### config.mk
export PLATFORM = sky130hd
export DESIGN_NAME = inst_decoder_flat
export DESIGN_NICKNAME = d
export VERILOG_FILES = /design/src/logic/tinker_pkg.sv /design/src/logic/inst_fields_if.sv /design/src/logic/inst_decoder.sv /design/src/flat_wrapper.sv
export SDC_FILE = /design/constraint.sdc
export NUM_CORES = 1
export LEC_CHECK = 0
export BUFFER_PORTS_ARGS = -buffer_cell sky130_fd_sc_hd__buf_2
export CAP_MARGIN = 20
export CORE_MARGIN = 2
export CORE_UTILIZATION = 35
export DETAILED_ROUTE_END_ITERATION = 16
export PLACE_DENSITY = 0.67
export SLEW_MARGIN = 40
export SYNTH_ARGS = -nofsm -noshare
export SYNTH_HDL_FRONTEND = slang
export SYNTH_SLANG_ARGS = --single-unit
### constraint.sdc
create_clock -name clk -period 3.05 [get_ports clk]
set_clock_uncertainty 0.1 [all_clocks]
set_input_delay 0.4575 -clock clk [delete_from_list [all_inputs] [get_ports clk]]
set_output_delay 0.4575 -clock clk [all_outputs]
set_load 0.02 [all_outputs]
### src/logic/tinker_pkg.sv
// Tinker core package with widths, opcode encodings, FSM states and opcode classes
package tinker_pkg;

    // ----------------------------------------------------------------------
    // Widths
    // ----------------------------------------------------------------------
    localparam int XLEN     = 64;  // Data and address word
    localparam int INSTR_W  = 32;  // Instruction word
    localparam int REG_AW   = 5;   // Register index
    localparam int OPCODE_W = 5;   // Opcode field
    localparam int LIT_W    = 12;  // Signed literal field
    localparam int NUM_REGS = 32;  // r0 reads as zero

    typedef logic [XLEN-1:0]    word_t;
    typedef logic [INSTR_W-1:0] instr_t;
    typedef logic [REG_AW-1:0]  reg_addr_t;

    // ----------------------------------------------------------------------
    // Opcodes and FSM states
    // ----------------------------------------------------------------------
    typedef enum logic [OPCODE_W-1:0] {
        OP_AND   = 5'b00000,
        OP_OR    = 5'b00001,
        OP_XOR   = 5'b00010,
        OP_NOT   = 5'b00011,  // Unary, rs only
        OP_SHR   = 5'b00100,
        OP_SHRI  = 5'b00101,  // Arithmetic shift by literal
        OP_SHL   = 5'b00110,
        OP_SHLI  = 5'b00111,
        OP_BR    = 5'b01000,  // Absolute, target in rd
        OP_BRR   = 5'b01001,  // PC relative by rd
        OP_BRGT  = 5'b01110,  // Signed rs > rt
        OP_LOAD  = 5'b10000,
        OP_MOV   = 5'b10001,
        OP_MOVI  = 5'b10010,
        OP_STORE = 5'b10011,
        OP_ADD   = 5'b11000,
        OP_ADDI  = 5'b11001,
        OP_SUB   = 5'b11010,
        OP_SUBI  = 5'b11011,
        OP_HALT  = 5'b11111
    } opcode_t;

    typedef enum logic [2:0] {
        S_FETCH, S_DECODE, S_EXECUTE, S_MEMORY, S_WRITEBACK, S_HALTED
    } state_t;

    // ----------------------------------------------------------------------
    // Opcode classes
    // ----------------------------------------------------------------------
    function automatic logic is_load(opcode_t op);
        return op == OP_LOAD;
    endfunction

    function automatic logic is_store(opcode_t op);
        return op == OP_STORE;
    endfunction

    function automatic logic is_branch(opcode_t op);
        return op == OP_BR || op == OP_BRR || op == OP_BRGT;
    endfunction

    // Second ALU operand comes from the literal
    function automatic logic uses_literal(opcode_t op);
        return op == OP_ADDI || op == OP_SUBI || op == OP_SHRI || op == OP_SHLI ||
               op == OP_MOVI || op == OP_LOAD || op == OP_STORE;
    endfunction

    function automatic logic writes_reg(opcode_t op);
        return !(is_store(op) || is_branch(op) || op == OP_HALT);
    endfunction

endpackage

### src/logic/inst_fields_if.sv
// Decoded instruction fields passed from the decoder to the datapath units
interface inst_fields_if
    import tinker_pkg::*;
();

    opcode_t   opcode;  // Current operation
    reg_addr_t rd;      // Destination, also branch target and store base
    reg_addr_t rs;      // First source, remapped to rd for addi/subi
    reg_addr_t rt;      // Second source
    word_t     imm;     // Sign-extended literal

    // Decoder owns every field
    modport decoder (
        output opcode, rd, rs, rt, imm
    );

    // Control, register file, ALU and PC logic only read
    modport user (
        input opcode, rd, rs, rt, imm
    );

endinterface

### src/logic/inst_decoder.sv
// Instruction register and field decoder with the addi/subi source remap
module inst_decoder
    import tinker_pkg::*;
(
    input  logic           clk,
    input  logic           reset,
    input  logic           ir_write,  // High during FETCH
    input  instr_t         instr_in,  // Low word of memory read data
    inst_fields_if.decoder fields
);

    instr_t  ir;  // Instruction register
    opcode_t op;  // Opcode of held instruction

    always_ff @(posedge clk or posedge reset) begin
        if (reset) begin
            ir <= '0;
        end else if (ir_write) begin
            ir <= instr_in;  // Captured at end of FETCH
        end
    end

    // ----------------------------------------------------------------------
    // Field split
    // ----------------------------------------------------------------------
    assign op            = opcode_t'(ir[INSTR_W-1 -: OPCODE_W]);  // Bits 31..27
    assign fields.opcode = op;
    assign fields.rd     = ir[26:22];
    assign fields.rt     = ir[16:12];

    // Literal is two's complement, widen to a full word
    assign fields.imm = {{(XLEN-LIT_W){ir[LIT_W-1]}}, ir[LIT_W-1:0]};

    // addi/subi accumulate into rd, so rd is also the first source
    assign fields.rs = (op == OP_ADDI || op == OP_SUBI) ? ir[26:22]
                                                        : ir[21:17];

endmodule

### src/flat_wrapper.sv
// flat-port wrapper written by rule: the top's interface ports become plain ports
module inst_decoder_flat import tinker_pkg::*;
  (clk, reset, ir_write, instr_in, fields_opcode, fields_rd, fields_rs, fields_rt, fields_imm);
  inst_fields_if fields_i ();
  input  logic clk;
  input  logic reset;
  input  logic ir_write;
  input  instr_t instr_in;
  output wire logic [$bits(fields_i.opcode)-1:0] fields_opcode;
  output wire logic [$bits(fields_i.rd)-1:0] fields_rd;
  output wire logic [$bits(fields_i.rs)-1:0] fields_rs;
  output wire logic [$bits(fields_i.rt)-1:0] fields_rt;
  output wire logic [$bits(fields_i.imm)-1:0] fields_imm;
  assign fields_opcode = fields_i.opcode;
  assign fields_rd = fields_i.rd;
  assign fields_rs = fields_i.rs;
  assign fields_rt = fields_i.rt;
  assign fields_imm = fields_i.imm;
  inst_decoder u_core (.clk(clk), .reset(reset), .ir_write(ir_write), .instr_in(instr_in), .fields(fields_i));
endmodule
# After elaboration in Yosys (flattened, before gate mapping)
# Cells that the tools add are included.
# op_classes
n_addsub	0
multipliers	0
div_mod_pow	0
n_lt_le_gt_ge	0
eq_ne	2
n_shift	0
n_mux	1
n_bitwise	0
n_reduce_logical	1
# op_table
op	count
equality test 5 bit, second input constant	2
two-way mux 5 bit	1
logical OR 1 bit	1
# word_totals
ff_bits	32
latchBits	0
mem_bits_rw	0
romBits	0
in_bits	35
output_inout_bits	84
wordCells	5
mem_count	0

# Depth between registers and ports, before layout
# logic_depth
word_depth	3
ltp_mapped	3
depth_no_buf	2

# Worst setup path before layout
# OpenSTA, ideal clock, no wires.
# synth_path
path_type	reg-to-output
start	register u_core.ir[11]
end	output port fields_imm[11]
t_arrival_ps	1391
required_ps	2492
setup_slack_ps	1102
path_stages_with_launch	2
n_path_buf	1
path_cell_list	dfrtp_1 buf_4
# synth_rtl
element	line	rtl
start: declaration	inst_decoder.sv:12	instr_t ir;
start signal: assignment	inst_decoder.sv:19	ir <= instr_in;
end: declaration	flat_wrapper.sv:13	output wire logic [$bits(fields_i.imm)-1:0] fields_imm;
# No word-level cell between the ends.

# Final worst setup path
# layout_path
start	register u_core.ir[29]
end	output port fields_rs[4]
# layout_via
elab_chain_cells	3
word_cells_on_any_way	4
cone_classes	eq/ne: 2; mux: 1; reduce/logical: 1
# layout_rtl
element	line	rtl
equality test 5 bit	inst_decoder.sv:35	assign fields.rs = (op == OP_ADDI || op == OP_SUBI) ? ir[26:22]
logical OR 1 bit (*)	inst_decoder.sv:35	
two-way mux 5 bit (*)	inst_decoder.sv:35	
end: declaration	flat_wrapper.sv:11	output wire logic [$bits(fields_i.rs)-1:0] fields_rs;
# Every way passes the cells marked *; elsewhere a longest branch is shown, timed or not.

==> impl_summary.txt <==
----------------------------------------------------
[Clock network]
  Latest clock arrival within the worst-skew pair ... about 0.27 ns
  Level count of the clock H-tree ... 2
  Number of hold buffers added after CTS ... 0
  Clock buffers created by TritonCTS ... 5
  Clock-pin slew reported for the worst setup and hold paths after clock tree synthesis ... roughly 0.07 ns
  Sink count of the clock tree ... 32
  Clock tree from TritonCTS ... yes
  Clock Tree Buf Depth ... 2
  # resized after CTS ... 0
  Cell at the root of the clock tree ... sky130_fd_sc_hd__clkbuf_8
  Number of buffers inserted to repair setup after CTS ... 0

[Yosys]
  Post-synthesis compound-gate area fraction ... 0
  Yosys warns ... 0
  #FFs+latches synth ... 32
  Simple-Gate Fraction of Synth Area ... 0.0118
  Share of synthesized registers carrying an async set or reset ... 1.00
  Count of distinct cell types in the synthesized netlist ... 9
  Multiplexer share of the synthesized area ... 0.262
  Post-synthesis cell area ... roughly 0.0020 mm²
  Proportion of netlist area held by the largest area contributor ... 0.396
  Synthesized instance count ... 154
  Post-synth EDFFs ... 0
  Post-synthesis share of cell area spent on full adders, half adders and majority gates ... 0
  Most used standard cell by instance count after synthesis ... sky130_fd_sc_hd__buf_4
  Ranking of synthesized cells by instance count ... sky130_fd_sc_hd__buf_4, sky130_fd_sc_hd__dfrtp_1, sky130_fd_sc_hd__mux2_4
  Area share of xor/xnor cells in the synthesized design ... 0
  Post-synthesis sequential area ratio ... 0.396
  Average size of a mapped cell ... about 13 µm²
  Combinational family with the most area after synthesis ... buffers and inverters
  Synthesized Nets ... ~190
  Predominant post-synthesis flop cell ... sky130_fd_sc_hd__dfrtp_1
  Library cell with the largest summed area after synthesis ... sky130_fd_sc_hd__dfrtp_1
  Biggest area contributors in the synthesized netlist ... sky130_fd_sc_hd__dfrtp_1, sky130_fd_sc_hd__buf_4, sky130_fd_sc_hd__mux2_4

[STA]
  Share of the clock period used by the worst path after layout ... 0.655
  RSZ-0062 raised after global routing ... false
  Period minus WS final ... between 1.5 and 2 ns
  Setup-failing EPs final ... 0
  Hold Vio Cnt, Final ... 0
  Maximum operating frequency ... 501 MHz
  Hold WS ... 0.151 ns
  Slew at the pin with the worst max-slew slack ... approximately 0.55 ns
  Max transition margin ... 0.630
  Setup WS post-layout ... roughly 1.1 ns
  Final Max Tran Viols ... 0
  Total Neg Setup Slack ... 0 ns

[Global route]
  Wire length of the first global-routing pass ... 4.84 mm
  Initial antenna violation count ... 0
  Pin count of the biggest net entering global routing ... 55
  Overall fraction of global-route tracks in use ... 0.102
  Vias in the first global route ... 977
  Remaining global-route overflow ... 0

[Layout]
  Area Overhead vs Synth ... 6.25%
  Ant diodes ... 0
  Proportion of layout cells with a drive suffix above 1 ... 0.809
  Number of flip-flops under the largest register name ... 32
  Register with the highest flop count ... u_core.ir
  Largest registers in the final layout ... u_core.ir x32
  Nets@finish ... 233

[Power and ir drop]
  Worst VDD drop ... roughly 0.26 mV
  Total power of the final layout ... around 1.2 mW
  Pwr dens ... approximately 570 mW/mm²
  P_leak ... between 1 and 1.5 nW

[Worst setup path]
  Required time at the endpoint of the critical path ... between 2 and 2.5 ns
  Reg-to-reg setup timing slack ... 1.87 ns
  Largest fanout on the critical path ... 5
  Path type of the worst setup path ... flop to output port
  Arrival time at the worst endpoint ... roughly 1.4 ns
  Ordered list of cells on the worst path ... nand4b_4 -> mux2_1 -> buf_2
  Maximum single-stage delay on the critical path ... ~0.4 ns
  Startpoint types ... flop
  Cell with the largest stage delay on the worst path ... sky130_fd_sc_hd__dfrtp_1
  Crit. End Element ... output port

[Floorplanning]
  Die W ... 80.0 µm
  Area of the die ... 0.00640 mm²
  Initial core utilization ... 0.365
  Chip height ... 80.0 µm
  IO Pins ... roughly 120
  Number of standard-cell rows in the floorplan ... 27
  Core Region ... approximately 0.0055 mm²

[Detailed routing]
  DR WL/cell ... approximately 12 µm
  Average via count per standard cell ... ~4
  Final wirelength ... about 3.2 mm
  Via count ... approximately 1.1k
  Post-route ant nets ... 0
  Violation count after the first detailed-routing iteration ... 19
  Post-detailed-route DRC marker count ... 0
  Number of detailed-routing iterations run before antenna repair ... 2

[Job]
  Number of violations of the max-capacitance limit ... 0

[Place]
  Post-detail-place hpwl ... around 2.4 mm
  Number of port buffers ... approximately 120
  RePlAce Congestion ... about 0.64
  Place WS ... 1.24 ns

[Worst hold path]
  Worst min-delay path category ... input pin to asynchronous set/reset pin

[Status]
  Run status ... completed

----------------------------------------------------
per-stage QoR:
step	instances	util	instance area, µm²
6_report	271	0.388	2150
5_1_grt	271	0.388	2150
4_1_cts	271	0.388	2150
3_5_place_dp	263	0.371	2050
3_3_place_gp	263	0.371	2050
2_1_floorplan	154	-	2020
layer usage:
layer  global-route usage  part of all wire
met5                    0                 0
met1                0.132              0.43
met3               0.0419              0.10
met4               0.0458             0.012
met2                0.148              0.46
logic make-up after synthesis:
logic type             after synthesis
flip-flops                          32
buffers and inverters               84
AND/OR/NAND/NOR                      1
multiplexers                        37
report_power, final:
part	internal [mW]	switching [mW]	leakage, nW
Combinational	0.160	0.226	0.772
Sequential	0.467	0.0387	0.373
Clock	0.183	0.156	0.0445
final cells by class:
class	count	area, µm²
Multi-Input combinational cell	38	553
Fill cell	531	3390
Sequential cell	32	802
Timing Repair Buffer	120	606
Clock inverter	1	7.51
Tap cell	72	90.1
Clock buffer	7	86.3
Inverter	1	3.75
worst paths after layout:
kind,cells after the start,start,to
min reg2reg,1,u_core.ir[5],u_core.ir[5]
min in group clk,2,instr_in[6],u_core.ir[6]
max reg2reg,1,u_core.ir[11],u_core.ir[11]
min,3,reset,u_core.ir[8]
max in group asynchronous,3,reset,u_core.ir[11]
max,3,u_core.ir[29],fields_rs[4]
cells in the final DEF (no fill, tap or decap), types with 2 or more instances in the layout:
master and count:
sky130_fd_sc_hd__buf_2 118, sky130_fd_sc_hd__buf_4 2, sky130_fd_sc_hd__clkbuf_8 6, sky130_fd_sc_hd__dfrtp_1 31, sky130_fd_sc_hd__mux2_1 5, sky130_fd_sc_hd__mux2_2 2
sky130_fd_sc_hd__mux2_4 30
critical path: cells and delay by family, from the launching register on:
kind	cells	cell delay, ns
buffers and inverters	1	0.16
DFF	1	0.40
muxes	1	0.35
and+or+nand+nor	1	0.25
(Power assumes the default switching activity.)
