File: src/logic/tinker_pkg.sv
// Tinker core package with widths, opcode encodings, FSM states and opcode classes
package tinker_pkg;

    // ----------------------------------------------------------------------
    // Widths
    // ----------------------------------------------------------------------
    localparam int XLEN     = 64;  // Data and address word
    localparam int INSTR_W  = 32;  // Instruction word
    localparam int REG_AW   = 5;   // Register index
    localparam int OPCODE_W = 5;   // Opcode field
    localparam int LIT_W    = 12;  // Signed literal field
    localparam int NUM_REGS = 32;  // r0 reads as zero

    typedef logic [XLEN-1:0]    word_t;
    typedef logic [INSTR_W-1:0] instr_t;
    typedef logic [REG_AW-1:0]  reg_addr_t;

    // ----------------------------------------------------------------------
    // Opcodes and FSM states
    // ----------------------------------------------------------------------
    typedef enum logic [OPCODE_W-1:0] {
        OP_AND   = 5'b00000,
        OP_OR    = 5'b00001,
        OP_XOR   = 5'b00010,
        OP_NOT   = 5'b00011,  // Unary, rs only
        OP_SHR   = 5'b00100,
        OP_SHRI  = 5'b00101,  // Arithmetic shift by literal
        OP_SHL   = 5'b00110,
        OP_SHLI  = 5'b00111,
        OP_BR    = 5'b01000,  // Absolute, target in rd
        OP_BRR   = 5'b01001,  // PC relative by rd
        OP_BRGT  = 5'b01110,  // Signed rs > rt
        OP_LOAD  = 5'b10000,
        OP_MOV   = 5'b10001,
        OP_MOVI  = 5'b10010,
        OP_STORE = 5'b10011,
        OP_ADD   = 5'b11000,
        OP_ADDI  = 5'b11001,
        OP_SUB   = 5'b11010,
        OP_SUBI  = 5'b11011,
        OP_HALT  = 5'b11111
    } opcode_t;

    typedef enum logic [2:0] {
        S_FETCH, S_DECODE, S_EXECUTE, S_MEMORY, S_WRITEBACK, S_HALTED
    } state_t;

    // ----------------------------------------------------------------------
    // Opcode classes
    // ----------------------------------------------------------------------
    function automatic logic is_load(opcode_t op);
        return op == OP_LOAD;
    endfunction

    function automatic logic is_store(opcode_t op);
        return op == OP_STORE;
    endfunction

    function automatic logic is_branch(opcode_t op);
        return op == OP_BR || op == OP_BRR || op == OP_BRGT;
    endfunction

    // Second ALU operand comes from the literal
    function automatic logic uses_literal(opcode_t op);
        return op == OP_ADDI || op == OP_SUBI || op == OP_SHRI || op == OP_SHLI ||
               op == OP_MOVI || op == OP_LOAD || op == OP_STORE;
    endfunction

    function automatic logic writes_reg(opcode_t op);
        return !(is_store(op) || is_branch(op) || op == OP_HALT);
    endfunction

endpackage

File: src/logic/inst_fields_if.sv
// Decoded instruction fields passed from the decoder to the datapath units
interface inst_fields_if
    import tinker_pkg::*;
();

    opcode_t   opcode;  // Current operation
    reg_addr_t rd;      // Destination, also branch target and store base
    reg_addr_t rs;      // First source, remapped to rd for addi/subi
    reg_addr_t rt;      // Second source
    word_t     imm;     // Sign-extended literal

    // Decoder owns every field
    modport decoder (
        output opcode, rd, rs, rt, imm
    );

    // Control, register file, ALU and PC logic only read
    modport user (
        input opcode, rd, rs, rt, imm
    );

endinterface

File: src/logic/core_control.sv
// Multi-cycle FSM with ALU and memory data registers, bus and writeback select
module core_control
    import tinker_pkg::*;
(
    input  logic        clk,
    input  logic        reset,
    inst_fields_if.user fields,
    input  word_t       alu_result,
    input  word_t       rs_val,      // Store data
    input  word_t       rd_val,      // Store base address
    input  word_t       pc,
    input  word_t       mem_rdata,
    output logic        ir_write,
    output logic        reg_write,
    output word_t       write_data,
    output logic        pc_write,
    output word_t       mem_addr,
    output logic        mem_read,
    output logic        mem_write,
    output word_t       mem_wdata,
    output logic        hlt
);

    state_t state;
    state_t state_next;
    word_t  alu_reg;       // Result captured at end of EXECUTE
    word_t  mem_data_reg;  // Load data captured at end of MEMORY
    logic   load_op;
    logic   store_op;

    assign load_op  = is_load(fields.opcode);
    assign store_op = is_store(fields.opcode);

    // ----------------------------------------------------------------------
    // State register and transitions
    // ----------------------------------------------------------------------
    always_ff @(posedge clk or posedge reset) begin
        if (reset) begin
            state <= S_FETCH;
        end else begin
            state <= state_next;
        end
    end

    always_comb begin
        state_next = state;
        case (state)
            S_FETCH:  state_next = S_DECODE;
            S_DECODE: begin
                state_next = (fields.opcode == OP_HALT) ? S_HALTED : S_EXECUTE;
            end
            S_EXECUTE: begin
                if (load_op || store_op) begin
                    state_next = S_MEMORY;
                end else if (is_branch(fields.opcode)) begin
                    state_next = S_FETCH;  // PC already written
                end else begin
                    state_next = S_WRITEBACK;
                end
            end
            S_MEMORY:    state_next = S_WRITEBACK;
            S_WRITEBACK: state_next = S_FETCH;
            S_HALTED:    state_next = S_HALTED;  // Left only by reset
            default:     state_next = S_FETCH;
        endcase
    end

    // ----------------------------------------------------------------------
    // Per-state strobes and bus address
    // ----------------------------------------------------------------------
    always_comb begin
        ir_write  = 1'b0;
        reg_write = 1'b0;
        pc_write  = 1'b0;
        mem_read  = 1'b0;
        mem_write = 1'b0;
        hlt       = 1'b0;
        mem_addr  = alu_reg;  // Load address
        case (state)
            S_FETCH: begin
                ir_write = 1'b1;
                mem_read = 1'b1;
                mem_addr = pc;
            end
            S_EXECUTE: pc_write = is_branch(fields.opcode);
            S_MEMORY: begin
                mem_read  = load_op;
                mem_write = store_op;
                if (store_op) begin
                    mem_addr = rd_val + fields.imm;  // Store base is rd
                end
            end
            S_WRITEBACK: begin
                reg_write = writes_reg(fields.opcode);
                pc_write  = 1'b1;  // Sequential advance
            end
            S_HALTED: hlt = 1'b1;
            default: begin
            end
        endcase
    end

    // Data registers
    always_ff @(posedge clk) begin
        if (state == S_EXECUTE) begin
            alu_reg <= alu_result;
        end
        if (state == S_MEMORY && load_op) begin
            mem_data_reg <= mem_rdata;
        end
    end

    assign write_data = load_op ? mem_data_reg : alu_reg;
    assign mem_wdata  = rs_val;  // Only sampled by memory on mem_write

endmodule

File: src/flat_wrapper.sv
// flat-port wrapper written by rule: the top's interface ports become plain ports
module core_control_flat import tinker_pkg::*;
  (clk, reset, alu_result, rs_val, rd_val, pc, mem_rdata, ir_write, reg_write, write_data, pc_write, mem_addr, mem_read, mem_write, mem_wdata, hlt, fields_opcode, fields_rd, fields_rs, fields_rt, fields_imm);
  inst_fields_if fields_i ();
  input  logic clk;
  input  logic reset;
  input  word_t alu_result;
  input  word_t rs_val;
  input  word_t rd_val;
  input  word_t pc;
  input  word_t mem_rdata;
  output logic ir_write;
  output logic reg_write;
  output word_t write_data;
  output logic pc_write;
  output word_t mem_addr;
  output logic mem_read;
  output logic mem_write;
  output word_t mem_wdata;
  output logic hlt;
  input wire logic [$bits(fields_i.opcode)-1:0] fields_opcode;
  input wire logic [$bits(fields_i.rd)-1:0] fields_rd;
  input wire logic [$bits(fields_i.rs)-1:0] fields_rs;
  input wire logic [$bits(fields_i.rt)-1:0] fields_rt;
  input wire logic [$bits(fields_i.imm)-1:0] fields_imm;
  assign fields_i.opcode = fields_opcode;
  assign fields_i.rd = fields_rd;
  assign fields_i.rs = fields_rs;
  assign fields_i.rt = fields_rt;
  assign fields_i.imm = fields_imm;
  core_control u_core (.clk(clk), .reset(reset), .fields(fields_i), .alu_result(alu_result), .rs_val(rs_val), .rd_val(rd_val), .pc(pc), .mem_rdata(mem_rdata), .ir_write(ir_write), .reg_write(reg_write), .write_data(write_data), .pc_write(pc_write), .mem_addr(mem_addr), .mem_read(mem_read), .mem_write(mem_write), .mem_wdata(mem_wdata), .hlt(hlt));
endmodule
File: config.mk
export PLATFORM = sky130hd
export DESIGN_NAME = core_control_flat
export DESIGN_NICKNAME = d
export VERILOG_FILES = /design/src/logic/tinker_pkg.sv /design/src/logic/inst_fields_if.sv /design/src/logic/core_control.sv /design/src/flat_wrapper.sv
export SDC_FILE = /design/constraint.sdc
export NUM_CORES = 1
export LEC_CHECK = 0
export BUFFER_PORTS_ARGS = -buffer_cell sky130_fd_sc_hd__buf_2
export CORE_AREA = 2 2 235 237
export DETAILED_ROUTE_END_ITERATION = 16
export DIE_AREA = 0 0 237 239
export GPL_TIMING_DRIVEN = 0
export MAX_ROUTING_LAYER = met4
export SLEW_MARGIN = 0
export SYNTH_ARGS = -nofsm -noshare
export SYNTH_HDL_FRONTEND = slang
export SYNTH_SLANG_ARGS = --single-unit
File: constraint.sdc
create_clock -name clk -period 17.1 [get_ports clk]
set_clock_uncertainty 0.1 [all_clocks]
set_input_delay 1.71 -clock clk [delete_from_list [all_inputs] [get_ports clk]]
set_output_delay 1.71 -clock clk [all_outputs]
set_load 0.1 [all_outputs]
* After elaboration in Yosys (flattened, before gate mapping)
Cells that the tools add are included.
** Storage, ports and cells
- Register bits :: 131
- Bits of input ports :: 406
- Output and inout port bits :: 198
- Word-level logic and storage cells :: 36
** Operators by class
- Add/subtract/negate cells :: 1
- Equality and inequality tests :: 11
- Multiplexer cells :: 13
- Reduce and logical (&&, ||, !) cells :: 8
** Operator list (number)
- 2-to-1 mux 64 bit :: 2
- one-hot mux 64 bit (2 select lines) :: 1
- adder 64 bit :: 1
- == test 5 x 4 -> 1 bit, second input constant :: 3
- == test 5 bit, second input constant :: 3
- one-hot mux 3 bit (5 select lines) :: 1
- 2-to-1 mux 3 bit :: 3
- == test 3 x 2 -> 1 bit, second input constant :: 2
- == test 3 bit, second input constant :: 2
- logical OR 1 bit :: 5
- 2-to-1 mux 1 bit :: 4
- one-hot mux 1 bit (2 select lines) :: 2
- == test 3 x 1 -> 1 bit, second input constant :: 1
- logical NOT 3 bit :: 1
- logical AND 1 bit :: 1
- logical NOT 1 bit :: 1

* Depth between registers and ports, before layout
- Depth after elaboration :: 7
- Mapped depth :: 13
- Depth with buffers taken out :: 13

* Worst setup path after synthesis
No wires, ideal clock.
- Kind :: input to output
- Start point :: input fields_imm[0]
- End point :: output mem_addr[60]
- Data arrival time :: 6248 ps
- Data required time :: 15290 ps
- Setup slack :: 9042 ps
- Cell stages on the path :: 13
- Buffers on the path :: 0
- Cells stage by stage :: ha_1 -> fa_1 -> a211oi_2 -> o21ai_0 -> a21oi_1 -> o21bai_1 -> a21o_1 -> a31oi_1 -> o21ai_1 -> a31oi_1 -> o31ai_1 -> xnor2_1 -> o21ai_0
** On the way
- Cells in the longest elaborated chain, start to end :: 3
** RTL lines
- from (decl) :: line flat_wrapper.sv:25 : input wire logic [$bits(fields_i.imm)-1:0] fields_imm;
- adder 64 bit :: line core_control.sv:90 : mem_addr = rd_val + fields.imm;
- 2-to-1 mux 64 bit :: line core_control.sv:89 : if (store_op) begin
- one-hot mux 64 bit (2 select lines) :: line core_control.sv:79 : case (state)
- to (decl) :: line flat_wrapper.sv:16 : output word_t mem_addr;
Every way passes these cells.

* Final worst setup path
- Start point :: input fields_imm[0]
- End point :: output mem_addr[56]
The elaborated chain is that of the path after synthesis.

==> impl_summary.txt <==
----------------------------------------------------
[Status]
  Run status ... complete, no violations

[Flow run]
  Maxcap violations ... 0

[Power and ir drop]
  Fraction of power consumed by sequential logic ... 0.173
  Clock share of power ... 0.157
  Switching Fraction ... 0.631
  Relative contribution of combinational cells to total power ... 0.670
  Cell area power density ... 170 nW/um^2
  Cell leakage power ... ~6.4 nW
  Internal power component ... 0.891 mW
  Switching power summed over all nets ... around 1.5 mW
  Worst vdd ir ... 122 uV

[Logic synthesis]
  Number of distinct library cell variants in the gate-level netlist after synthesis ... roughly 70
  Syn nets ... 1478
  Most common flop cell mapped by yosys ... edfxtp_1
  Synthesis-stage register bit count ... 131
  Biggest area contributors in the synthesized netlist ... edfxtp_1 39%, ha_1 7.9%, mux2_2 7.2%
  Synthesized cell area ... 9980 um^2
  Ys async rst share ... 0.0229
  Most used standard cell by instance count after synthesis ... edfxtp_1
  Cell taking the most area after synthesis ... edfxtp_1
  Yosys warns ... 0
  Most numerous cell types in the synthesized netlist ... 128 x edfxtp_1, 87 x o21ai_0, 86 x a21oi_1
  Gate count of the mapped netlist ... 1008
  Yosys top cell area share ... 0.385
  Sequential fraction of the synthesis area ... 0.393
  EDFF count, synth ... between 100 and 150
  Mapped Avg Cell Area ... 9.90 um^2

[Final layout]
  Final design utilization ... 0.262
  Layout overhead on the synthesized area ... 42.5%
  Share of post-route cells with drive strength above 1 ... 0.465
  Layout Nets ... just over 2000

[Worst setup path]
  Logic depth of the worst setup path including buffers ... 15
  Crit path buffers/inverters ... 2
  Capture point of the worst reg-to-reg path ... u_core.alu_reg[27]
  Worst-case register-to-register setup slack ... 14.62 ns
  RR Startpoint ... u_core.state[0]
  Critical path launch point type ... input pin
  Sort of element at the end of the critical path ... output pin
  Endpoint arrival time on the critical path ... 6.15 ns
  Largest fanout on the critical path ... 3
  Crit path kind ... input pin to output pin
  Slowest-stage cell, CP ... a31oi_1
  Stage delay of the slowest cell on the critical path ... between 0.6 and 0.7 ns
  Family of cells with the greatest summed delay on the critical path ... compound AO/OA/AOI/OAI gates
  Crit-path cells ... buf_2 -> ha_1 -> fa_1 -> a211oi_2 -> o21ai_0 -> a21oi_1 -> o21bai_1 -> a21o_1 -> a31oi_1 -> o21ai_1 -> a31oi_1 -> o21bai_1 -> xnor2_1 -> o21ai_0 -> buf_2
  Critical path data required time ... 15.29 ns
  Length in cells of the worst reg-to-reg path ... 6

[Timing]
  Number of endpoints with negative hold slack in the final report ... 0
  Post-route worst hold slack ... 0.473 ns
  Tightest Pin Transition ... approximately 1.3 ns
  Period utilisation layout ... 0.466
  Timing-limited maximum frequency ... 0.126 GHz
  Shortest clock period the worst path allows after layout ... ~8.0 ns
  Final setup violation count ... 0
  Count of pins over their slew limit ... 0
  Min setup slack post-route ... about 9.1 ns
  Slew Limit Headroom ... 0.154
  Setup TNS Final ... 0 ns
  RSZ-0062 raised after global routing ... no

[Min path]
  Endpoint, Worst Hold ... u_core.state[1]
  Hold crit path type ... flop to flop
  Number of instances on the worst hold path ... 1
  Worst Min Path Start ... u_core.state[2]

[CTS]
  Clock tree root buffer cell ... clkbuf_16
  Post-CTS setup repair buffer count ... 0
  Clock transition time at the flip-flop clock pins of the worst setup and hold paths ... about 0.070 ns
  Maximum buffer depth of the clock tree ... 2
  Depth of the CTS H-tree ... 4
  Sink Count ... 131
  CTS tree ... built
  Total CTS buffers ... 17
  Clock latency on the worst-skew pair ... roughly 0.46 ns
  Number of cells upsized or downsized after cts ... 0
  Total of hold buffers inserted after clock tree synthesis ... 0

[Place]
  Detail Placement HPWL ... approximately 42 mm
  Global placement routability congestion ... ~0.94
  Pre-CTS setup slack ... 9.36 ns
  PortBufs ... 524

[Global routing]
  Maximum number of pins on one net before global-route repair ... 30
  Vias in the first global route ... 10200
  GRT Residual Overflow ... 0
  Global-route wire length before repair ... a little under 70 mm
  Initial antenna violation count ... 6
  Total routing resource utilization after global routing ... 0.172

[Drt]
  First-pass iteration count of the detailed router ... 5
  # DRC ... 0
  Final wirelength ... 49.7 mm
  Top Metal Used ... met4
  Met2 routed wirelength ... about 23 mm
  Average detailed-routed wire length per instance ... 21.8 um
  Number of nets with antenna violations after detailed routing ... 0
  Routed length on met3 ... between 2 and 3 mm
  Vias per cell ... about 4.6
  Iteration-0 DRC Markers ... 733
  Vias ... 10500
  Routed metal-1 wire length ... ~21 mm

[Die]
  Number of rows in the core area ... 86
  Initial Utilization ... 0.184
  DIE HEIGHT ... 239 um
  Core outline area ... 54300 um^2
  I/O pins ... 604
  Horiz. Die Dim ... 237 um
  Die area ... ~57000 um^2

----------------------------------------------------
worst max-delay path by stage:
stage,start,endpoint,slack [ns]
detailed placement,fields_imm[0],mem_addr[56],9.36
finish,fields_imm[0],mem_addr[56],9.14
floorplan,fields_imm[0],mem_addr[60],9.04
CTS,fields_imm[0],mem_addr[34],9.30
global placement,fields_opcode[3],mem_read,6.88
global route,fields_imm[0],mem_addr[56],9.04
cells by family after synthesis:
logic type | after synthesis | share of synthesized area
compound gates | 355 | 0.226
xor+xnor | 61 | 0.0535
fa+ha+maj | 64 | 0.0810
buf+inv | 141 | 0.0809
flops | 131 | 0.393
mux | 65 | 0.0732
simple gates | 191 | 0.0923
routing by layer:
metal / GRT usage / vias to the layer above
li1: - / 4864
met5: - / -
met2: 0.280 / 580
met3: 0.0231 / 79
met1: 0.214 / 5020
met4: 0.0746 / 0
layout make-up:
class                      count  area, um^2
fill                        5812       40100
multi-input combinational    736        5260
sequential                   131        3920
timing repair buffer         532        2740
tap                          704         881
buffer                       120         728
clock buffer                  17         425
clock inverter                15         170
inverter                      21        78.8
antenna                        5        12.5
power by group through the flow:
stage | clock (mW) | sequential (mW) | combinational (mW)
after CTS | 0.389 | 0.418 | 1.62
after global placement | 0 | 0.433 | 1.60
after global routing | 0.400 | 0.421 | 1.67
after floorplan | 0 | 0.418 | 1.26
final | 0.379 | 0.419 | 1.62
after detailed placement | 0 | 0.424 | 1.61
cells in the final DEF (no fill, tap or decap), types with 18 or more instances in the layout:
cell type  synthesis  final
ha_1              63     63
edfxtp_1         128    128
nor2_1            45     44
a21oi_1           86     86
xor2_1            26     26
buf_2             11    535
xnor2_1           35     35
mux2_2            64     64
clkbuf_1          28     28
a21o_1            37     37
nand4_1           18     18
nand2_1           65     65
a22oi_1           61     61
buf_4             69     69
inv_1             21     21
o21ai_0           87     87
through the flow:
stage               cells  power, mW  area (um^2)
detailed placement   2244       2.04        13600
CTS                  2276       2.43        14200
floorplan            1008       1.68         9980
global route         2281       2.49        14200
global placement     2236       2.04        13500
finish               2281       2.41        14200
Power figures use the tool's default switching activity.
