==> src/logic/tinker_pkg.sv <==
// Tinker core package with widths, opcode encodings, FSM states and opcode classes
package tinker_pkg;

    // ----------------------------------------------------------------------
    // Widths
    // ----------------------------------------------------------------------
    localparam int XLEN     = 64;  // Data and address word
    localparam int INSTR_W  = 32;  // Instruction word
    localparam int REG_AW   = 5;   // Register index
    localparam int OPCODE_W = 5;   // Opcode field
    localparam int LIT_W    = 12;  // Signed literal field
    localparam int NUM_REGS = 32;  // r0 reads as zero

    typedef logic [XLEN-1:0]    word_t;
    typedef logic [INSTR_W-1:0] instr_t;
    typedef logic [REG_AW-1:0]  reg_addr_t;

    // ----------------------------------------------------------------------
    // Opcodes and FSM states
    // ----------------------------------------------------------------------
    typedef enum logic [OPCODE_W-1:0] {
        OP_AND   = 5'b00000,
        OP_OR    = 5'b00001,
        OP_XOR   = 5'b00010,
        OP_NOT   = 5'b00011,  // Unary, rs only
        OP_SHR   = 5'b00100,
        OP_SHRI  = 5'b00101,  // Arithmetic shift by literal
        OP_SHL   = 5'b00110,
        OP_SHLI  = 5'b00111,
        OP_BR    = 5'b01000,  // Absolute, target in rd
        OP_BRR   = 5'b01001,  // PC relative by rd
        OP_BRGT  = 5'b01110,  // Signed rs > rt
        OP_LOAD  = 5'b10000,
        OP_MOV   = 5'b10001,
        OP_MOVI  = 5'b10010,
        OP_STORE = 5'b10011,
        OP_ADD   = 5'b11000,
        OP_ADDI  = 5'b11001,
        OP_SUB   = 5'b11010,
        OP_SUBI  = 5'b11011,
        OP_HALT  = 5'b11111
    } opcode_t;

    typedef enum logic [2:0] {
        S_FETCH, S_DECODE, S_EXECUTE, S_MEMORY, S_WRITEBACK, S_HALTED
    } state_t;

    // ----------------------------------------------------------------------
    // Opcode classes
    // ----------------------------------------------------------------------
    function automatic logic is_load(opcode_t op);
        return op == OP_LOAD;
    endfunction

    function automatic logic is_store(opcode_t op);
        return op == OP_STORE;
    endfunction

    function automatic logic is_branch(opcode_t op);
        return op == OP_BR || op == OP_BRR || op == OP_BRGT;
    endfunction

    // Second ALU operand comes from the literal
    function automatic logic uses_literal(opcode_t op);
        return op == OP_ADDI || op == OP_SUBI || op == OP_SHRI || op == OP_SHLI ||
               op == OP_MOVI || op == OP_LOAD || op == OP_STORE;
    endfunction

    function automatic logic writes_reg(opcode_t op);
        return !(is_store(op) || is_branch(op) || op == OP_HALT);
    endfunction

endpackage

==> src/logic/inst_fields_if.sv <==
// Decoded instruction fields passed from the decoder to the datapath units
interface inst_fields_if
    import tinker_pkg::*;
();

    opcode_t   opcode;  // Current operation
    reg_addr_t rd;      // Destination, also branch target and store base
    reg_addr_t rs;      // First source, remapped to rd for addi/subi
    reg_addr_t rt;      // Second source
    word_t     imm;     // Sign-extended literal

    // Decoder owns every field
    modport decoder (
        output opcode, rd, rs, rt, imm
    );

    // Control, register file, ALU and PC logic only read
    modport user (
        input opcode, rd, rs, rt, imm
    );

endinterface

==> src/logic/alu_unit.sv <==
// Combinational ALU with register or literal second operand
module alu_unit
    import tinker_pkg::*;
(
    inst_fields_if.user fields,
    input  word_t       rs_val,  // First operand
    input  word_t       rt_val,
    output word_t       result
);

    word_t op_b;  // Second operand after select

    // Literal class replaces rt
    assign op_b = uses_literal(fields.opcode) ? fields.imm : rt_val;

    // ----------------------------------------------------------------------
    // Operations
    // ----------------------------------------------------------------------
    always_comb begin
        case (fields.opcode)
            OP_ADD, OP_ADDI: begin
                result = rs_val + op_b;
            end
            OP_SUB, OP_SUBI: begin
                result = rs_val - op_b;
            end
            OP_AND:  result = rs_val & op_b;
            OP_OR:   result = rs_val | op_b;
            OP_XOR:  result = rs_val ^ op_b;
            OP_NOT:  result = ~rs_val;               // rt ignored
            OP_SHR:  result = rs_val >> op_b;        // Zero fill
            OP_SHRI: result = $signed(rs_val) >>> op_b;  // Sign fill
            OP_SHL, OP_SHLI: begin
                result = rs_val << op_b;
            end
            OP_MOV:  result = rs_val;                // Register copy
            OP_MOVI: result = op_b;                  // Literal copy
            OP_LOAD, OP_STORE: begin
                result = rs_val + fields.imm;        // Load address
            end
            default: result = '0;                    // Branches, halt, unknown
        endcase
    end

endmodule

==> src/flat_wrapper.sv <==
// flat-port wrapper written by rule: the top's interface ports become plain ports
module alu_unit_flat import tinker_pkg::*;
  (rs_val, rt_val, result, fields_opcode, fields_rd, fields_rs, fields_rt, fields_imm);
  inst_fields_if fields_i ();
  input  word_t rs_val;
  input  word_t rt_val;
  output word_t result;
  input wire logic [$bits(fields_i.opcode)-1:0] fields_opcode;
  input wire logic [$bits(fields_i.rd)-1:0] fields_rd;
  input wire logic [$bits(fields_i.rs)-1:0] fields_rs;
  input wire logic [$bits(fields_i.rt)-1:0] fields_rt;
  input wire logic [$bits(fields_i.imm)-1:0] fields_imm;
  assign fields_i.opcode = fields_opcode;
  assign fields_i.rd = fields_rd;
  assign fields_i.rs = fields_rs;
  assign fields_i.rt = fields_rt;
  assign fields_i.imm = fields_imm;
  alu_unit u_core (.fields(fields_i), .rs_val(rs_val), .rt_val(rt_val), .result(result));
endmodule
==> config.mk <==
export PLATFORM = sky130hd
export DESIGN_NAME = alu_unit_flat
export DESIGN_NICKNAME = d
export VERILOG_FILES = /design/src/logic/tinker_pkg.sv /design/src/logic/inst_fields_if.sv /design/src/logic/alu_unit.sv /design/src/flat_wrapper.sv
export SDC_FILE = /design/constraint.sdc
export NUM_CORES = 1
export LEC_CHECK = 0
export ABC_AREA = 1
export BUFFER_PORTS_ARGS = -buffer_cell sky130_fd_sc_hd__buf_2
export CORE_MARGIN = 1.5
export CORE_UTILIZATION = 45
export DETAILED_ROUTE_END_ITERATION = 7
export SLEW_MARGIN = 20
export SYNTH_ARGS = -nofsm -noshare
export SYNTH_HDL_FRONTEND = slang
export SYNTH_SLANG_ARGS = --single-unit
==> constraint.sdc <==
create_clock -name vclk -period 8.5
set_clock_uncertainty 0.2 [all_clocks]
set_input_delay 0.85 -clock vclk [all_inputs]
set_output_delay 0.85 -clock vclk [all_outputs]
set_load 0.05 [all_outputs]
=== Yosys cells after proc, flatten, opt, wreduce, memory -nomap -nowiden ===
Index checks and enable logic that the tools add are counted.

* $add $sub $neg: 3
* Eq/ne operators: 15
* Shift operators: 3
* Mux-type cells: 2
* Bitwise logic cells: 4
* Reduce and logical (&&, ||, !) cells: 11

{| class="wikitable"
|+ Operators by type and width
! kind !! count
|-
| $pmux W64 S12 || 1
|-
| $add A64 B64 Y64 || 2
|-
| $and A64 B64 Y64 || 1
|-
| $mux W64 || 1
|-
| $not A64 Y64 || 1
|-
| $or A64 B64 Y64 || 1
|-
| $shl A64 B64 Y64 || 1
|-
| $shr A64 B64 Y64 || 1
|-
| $sshr A64 B64 Y64 || 1
|-
| $sub A64 B64 Y64 || 1
|-
| $xor A64 B64 Y64 || 1
|-
| $eq A5 B5 Y1 const B || 8
|-
| $eq A5 B3 Y1 const B || 4
|-
| $eq A5 B2 Y1 const B || 2
|-
| $reduce_or A2 Y1 || 4
|-
| $logic_or A1 B1 Y1 || 6
|-
| $eq A5 B1 Y1 const B || 1
|-
| $logic_not A5 Y1 || 1
|}

* Register bits after elaboration: 0

=== Logic depth before layout (Yosys ltp) ===
Gate-level depths: netlist of run 1.

* Depth after elaboration: 10
* Gate-level depth with buffers: 43

=== Least setup slack after synthesis of run 1 ===
No wires, ideal clock.

* Kind: input-to-output
* Start: in fields_opcode[0]
* End: out result[50]
* Arrival time: 6.198 ns
* Required time: 7.450 ns
* Setup slack: 1.252 ns
* Stages: 35
* Buffers on the path: 5
* Path through: buf_4 > nor2_1 > nand3_2 > nand3_4 > buf_12 > buf_6 > nand2_1 > o21ai_2 > buf_2 > buf_1 > ha_1 > nand3_1 > nor2_2 > nand2_1 > nor2_4 > nand2_1 > o21ai_0 > a21oi_1 > a21oi_1 > o21ai_0 > ha_1 > a21oi_1 > inv_1 > a31oi_1 > a21boi_0 > o21ai_0 > a21boi_0 > o21ai_0 > a21boi_0 > o21ai_0 > nand2_1 > nand2_1 > or2_2 > nand3_1 > nand3_1

* Cells in the longest elaborated chain, start to end: 10

{| class="wikitable"
|+ Ends and longest elaborated chain
! item !! line !! source
|-
| start: declaration || flat_wrapper.sv:8 || <nowiki>input wire logic [$bits(fields_i.opcode)-1:0] fields_opcode;</nowiki>
|-
| $eq A5 B5 Y1 || tinker_pkg.sv:65, alu_unit.sv:20 ||
|-
| $logic_or A1 B1 Y1 (4 in series) || tinker_pkg.sv:65 || <nowiki>return op == OP_ADDI || op == OP_SUBI || op == OP_SHRI || op == OP_SHLI ||</nowiki>
|-
| $logic_or A1 B1 Y1 (2 in series) || tinker_pkg.sv:66 || <nowiki>op == OP_MOVI || op == OP_LOAD || op == OP_STORE;</nowiki>
|-
| $mux W64 || alu_unit.sv:14 || <nowiki>assign op_b = uses_literal(fields.opcode) ? fields.imm : rt_val;</nowiki>
|-
| $sub A64 B64 Y64, or another cell as far along || alu_unit.sv:25 || <nowiki>result = rs_val - op_b;</nowiki>
|-
| $pmux W64 S12 (*) || alu_unit.sv:20 || <nowiki>case (fields.opcode)</nowiki>
|-
| end: declaration || flat_wrapper.sv:7 || <nowiki>output word_t result;</nowiki>
|}

Mark *: on every way between the ends. The rest lies on a longest branch, timed or not.

=== Final worst setup path of run 1 ===
* Start: in fields_opcode[4]
* End: out result[54]

Same word-level chain as after synthesis.

==> results of run 1 <==
-- metal layers --
metal,up-vias,GRT usage [%]
met1,17300,61.5
met2,2639,71.5
met5,-,0
li1,17900,-
met4,4,33.2
met3,484,9.75
-- what timing repair did --
| item | in CTS | in global routing |
|---|---|---|
| gates resized for setup | 0 | 3 |
| hold buffers | 0 | 0 |
| endpoints found under the setup margin | 0 | 12 |
| buffers inserted | 0 | 5 |
-- logic make-up (layout without fill, tap and decap cells) --
family	count (synthesis)	in the layout
fa+ha+maj	209	209
xor+xnor	11	11
buf+inv	738	773
compound gates	744	744
other cells	0	6
simple gates	3726	3726
-- power by group through the flow --
stage / Combinational (uW) / Clock (uW) / Sequential [uW]
after CTS: 2840 / 0 / 0
after global placement: 2820 / 0 / 0
final: 2970 / 0.0000912 / 0
after floorplan: 1920 / 0 / 0
after detailed placement: 2830 / 0 / 0
after global routing: 3180 / 0.0000629 / 0
-- path summary, 6_finish.rpt --
path / depth (start not counted) / endpoint / from / slack (ns)
worst max-delay path: 34 / result[54] / fields_opcode[4] / 0.26
worst min-delay path: 6 / result[36] / rs_val[36] / 2.40
-- metrics by stage --
step           area, um^2  hold slack [ns]
2_1_floorplan       26300             1.98
3_3_place_gp        28000             2.36
3_5_place_dp        28000             2.35
4_1_cts             28000             2.35
5_1_grt             28100             2.38
6_report            28100             2.40
-- cell type report --
cell class / instances / share of cell area, %
inverter: 421 / 5.67
antenna: 6 / 0.0535
tap: 765 / 3.41
timing repair buffer: 352 / 8.20
multi-input combinational: 4690 / 82.7
-- placed cells by master, fill, tap and decap left out, drive strengths merged, types with 4 or more instances in the layout --
| cell type | count |
|---|---|
| nor4 | 4 |
| buf | 351 |
| xor2 | 8 |
| nand3b | 8 |
| o21bai | 5 |
| or2 | 39 |
| nand2 | 2408 |
| a221oi | 44 |
| nand4 | 70 |
| nor2 | 437 |
| o221ai | 38 |
| nand3 | 732 |
| o21a | 12 |
| inv | 413 |
| diode | 6 |
| ha | 208 |
| nor3 | 26 |
| o2111ai | 6 |
| a21oi | 198 |
| a21boi | 9 |
| a21o | 5 |
| o21ai | 265 |
| o22ai | 25 |
| a31oi | 76 |
| a2111oi | 21 |
| o211ai | 20 |
| clkinv | 8 |
| a211oi | 8 |
==> results.toml, run 1 <==
[floorplanning]
io_pins = 276
rows = 88
die_h_um = 245
fp.dieArea_mm2 = 0.0600
initial_core_util_pct = 45.5
die_x_um = 245
fp.coreArea_mm2 = 0.0578

[yosys]
muxShareOfSynthArea_pct = 0
synthXorXnorAreaFrac_pct = 0.366
yosysWarnings = 0
netlist_top_cells_area = "nand2_1 33%, nand3_1 13%, ha_1 9.9%, nor2_1 5.8%, inv_1 5.7%"
synth.cell_area_mm2 = 0.0263
synth_top_cell_area_share_pct = 33.2
synth_top_family_by_area = "simple AND/OR/NAND/NOR gates"
netlist_instances = 5428
seq_area_frac_synth_pct = 0
yosysMostFrequentCell = "nand2_1"
synth_top_area_cell = "nand2_1"
synth.distinct_cells = 56
syn-num-nets = 5849
synth_simple_gate_area_share_pct = 60.3
synthTopCellsByCount = "2328 x nand2_1, 689 x nand3_1, 409 x nor2_1"
synth_fa_ha_area_share_pct = 9.96
syn_area_per_cell_um2 = 4.85
synth_compound_gate_area_share_pct = 17.2

[final_layout]
finalNonFillerCells = 6234
final_util_pct = 48.6
numSequentialCells = 0
syn2layout_area_growth_pct = 6.66
final_nets = 5886
num-clock-buffers = 0
multi_input_area_mm2 = 0.0232
drive_gt1_share_pct = 10.7
seq_area_um2 = 0
num-fill-cells = 6934

[grt]
antenna_found_initial = 9
track_usage_pct = 47.9
grt_pass1_wl_um = 217000
grt_pass1_vias = 33800
grt_max_degree = 220
grt-ovfl-total = 0

[min_path]
hold_class = "input port to output port"

[critical_path]
required_ns = 7.45
crit_path_end_kind = "output port"
crit_arrival_ns = 7.19
crit_type = "input port to output port"
crit_path_max_fanout = 8
crit_path_frequent_cell = "nand2_1"
critPathLaunchType = "input port"
cp_num_buf_inv = 5
cp_slowest_stage_delay_ns = 0.38
crit_path_top_delay_cell = "or2_2"
crit_family = "simple AND/OR/NAND/NOR gates"

[placement]
port_buffers = 261
preCtsSetupSlack_ns = 0.453
place.detailed.hpwl_um = 119000
gp_congestion = 1.12
place_inst = 6222

[sta]
tns_ns = 0
rsz0062_at_grt = "false"
worst_pin_slew_ns = 1.25
finalWorstSetupSlack_ns = 0.259
final.period_utilization_pct = 97.0
max_freq_mhz = 121
finalHoldViolCount = 0
fin_crit_ns = 8.24
slew_viol_final = 0
max-slew-margin-rel_pct = 16.5
setup_violations = 0

[status]
status = "complete, no violations"

[detailed_routing]
wirelength_um = 152000
wl_met2_um = 61600
postRouteAntennaNets = 0
drc = 0
vias = 38300
drt_iter0_markers = 5266
viasPerCell = 6.15
top_layer = "met5"
route.detailed.wl_per_inst_um = 24.3
met1_length_um = 58200
first_pass_iters = 6
dr_wl_met3_um = 18900

[power]
switching_power_uw = 2170
power.total_uw = 2970
ir_drop_v = 0.0000813
comb_power_share_pct = 100.0
p_leak_uw = 0.0150
power.share.clock_pct = 0
p_per_area_mw_per_mm2 = 106
p_int_uw = 798
switching_share_pct = 73.1
seqPwrFrac_pct = 0

[run]
drv_cap = 0
Note: power is estimated with default switching activity, not from simulation.
==> run 2: changes to the inputs <==
--- a/config.mk
+++ b/config.mk
@@ -7,6 +7,7 @@
 export LEC_CHECK = 0
 export ABC_AREA = 1
 export BUFFER_PORTS_ARGS = -buffer_cell sky130_fd_sc_hd__buf_2
+export CORE_ASPECT_RATIO = 1.5
 export CORE_MARGIN = 1.5
 export CORE_UTILIZATION = 45
 export DETAILED_ROUTE_END_ITERATION = 7
==> constraint.sdc (replaced) <==
create_clock -name vclk -period 8.3
set_clock_uncertainty 0.2 [all_clocks]
set_input_delay 0.83 -clock vclk [all_inputs]
set_output_delay 0.83 -clock vclk [all_outputs]
set_load 0.05 [all_outputs]
==> results.toml, run 2 (same netlist as run 1, synthesis figures left out) <==
[status]
status = "finished with violations"
violations = "setup timing"

[sta]
finalWorstSetupSlack_ns = -0.0224
max_freq_mhz = 120
rsz0062_at_grt = "false"
tns_ns = -0.0224
worst_pin_slew_ns = 1.16
slew_viol_final = 0
finalHoldViolCount = 0
final.period_utilization_pct = 100
max-slew-margin-rel_pct = 22.5
fin_crit_ns = 8.32
setup_violations = 1

[run]
drv_cap = 0

[final_layout]
finalNonFillerCells = 6266
drive_gt1_share_pct = 11.2
syn2layout_area_growth_pct = 7.65
final_cell_area_mm2 = 0.0283
seq_area_um2 = 0
layout_common_cells = "2327 x nand2_1, 689 x nand3_1, 402 x nor2_1"
num-clock-buffers = 0
final_nets = 5910
layout_commonest_cell = "nand2_1"
numSequentialCells = 0

[placement]
place.detailed.hpwl_um = 125000
placed_area_mm2 = 0.0283
port_buffers = 261
place_inst = 6256
gp_congestion = 1.13

[grt]
track_usage_pct = 50.5
grt_max_degree = 244
grt_pass1_vias = 35300
grt-ovfl-total = 0
grt_pass1_wl_um = 228000
antenna_found_initial = 10

[critical_path]
cp_num_buf_inv = 12
crit_path_max_fanout = 31
crit_family = "simple AND/OR/NAND/NOR gates"
cp_slowest_stage_delay_ns = 0.89
required_ns = 7.27
crit_path_end_kind = "output port"
cp.depth = 32
crit_arrival_ns = 7.29
critPathLaunchType = "input port"
startpoint = "fields_opcode[1]"
crit_type = "input port to output port"
crit_path_top_delay_cell = "o311ai_0"
crit_path_frequent_cell = "buf_4"

[min_path]
hold_start = "fields_imm[63]"
min_path_cells = 9
hold_class = "input port to output port"

[detailed_routing]
drt_iter0_markers = 4834
postRouteAntennaNets = 0
route.detailed.wl_per_inst_um = 25.2
vias = 38500
drc = 0
first_pass_iters = 7
viasPerCell = 6.15
wirelength_um = 158000

[clock_tree]
cts-hold-fix-buffers = 0

[floorplanning]
fp.coreArea_mm2 = 0.0578
fp.dieArea_mm2 = 0.0600
initial_core_util_pct = 45.5
die_x_um = 200
die_h_um = 299
rows = 108
io_pins = 276
run 2: final timing paths:
path	end	slack [ns]
max	result[63]	-0.02
min	result[63]	2.26
run 2: metal layers:
layer  GRT usage [%]  vias up  routed length (um)
met3            8.62      707               15600
met4            50.2        4               20000
li1                -    17900                   -
met1            56.3    17400               54500
met5               0        -                  26
met2            80.3     2467               67400
run 2: stage by stage:
stage	hold WS [ns]	setup WS, ns	util [%]
5_1_grt	2.25	0.00629	49.0
6_report	2.26	-0.0224	49.0
4_1_cts	2.23	0.188	48.9
3_5_place_dp	2.23	0.196	48.9
3_3_place_gp	2.22	0.185	48.9
2_1_floorplan	1.94	1.09	-
run 2: worst min-delay path: stages:
cell	delay, ns
buf_2	0.15
a211oi_1	0.08
o21ai_0	0.07
inv_1	0.04
nand2_1	0.05
inv_1	0.03
nand2_1	0.10
buf_12	0.14
buf_12	0.13
run 2: what timing repair did:
item / in CTS / in global routing
setup endpoints to repair: 0 / 17
gates resized for setup: 0 / 15
setup buffers: 0 / 1
run 2: area by class of cell:
class | instances | area, um^2
inverters | 421 | 1590
fillers | 6910 | 29500
repair buffers | 376 | 2510
multi-input cells | 4690 | 23200
diodes | 9 | 22.5
well taps | 770 | 963
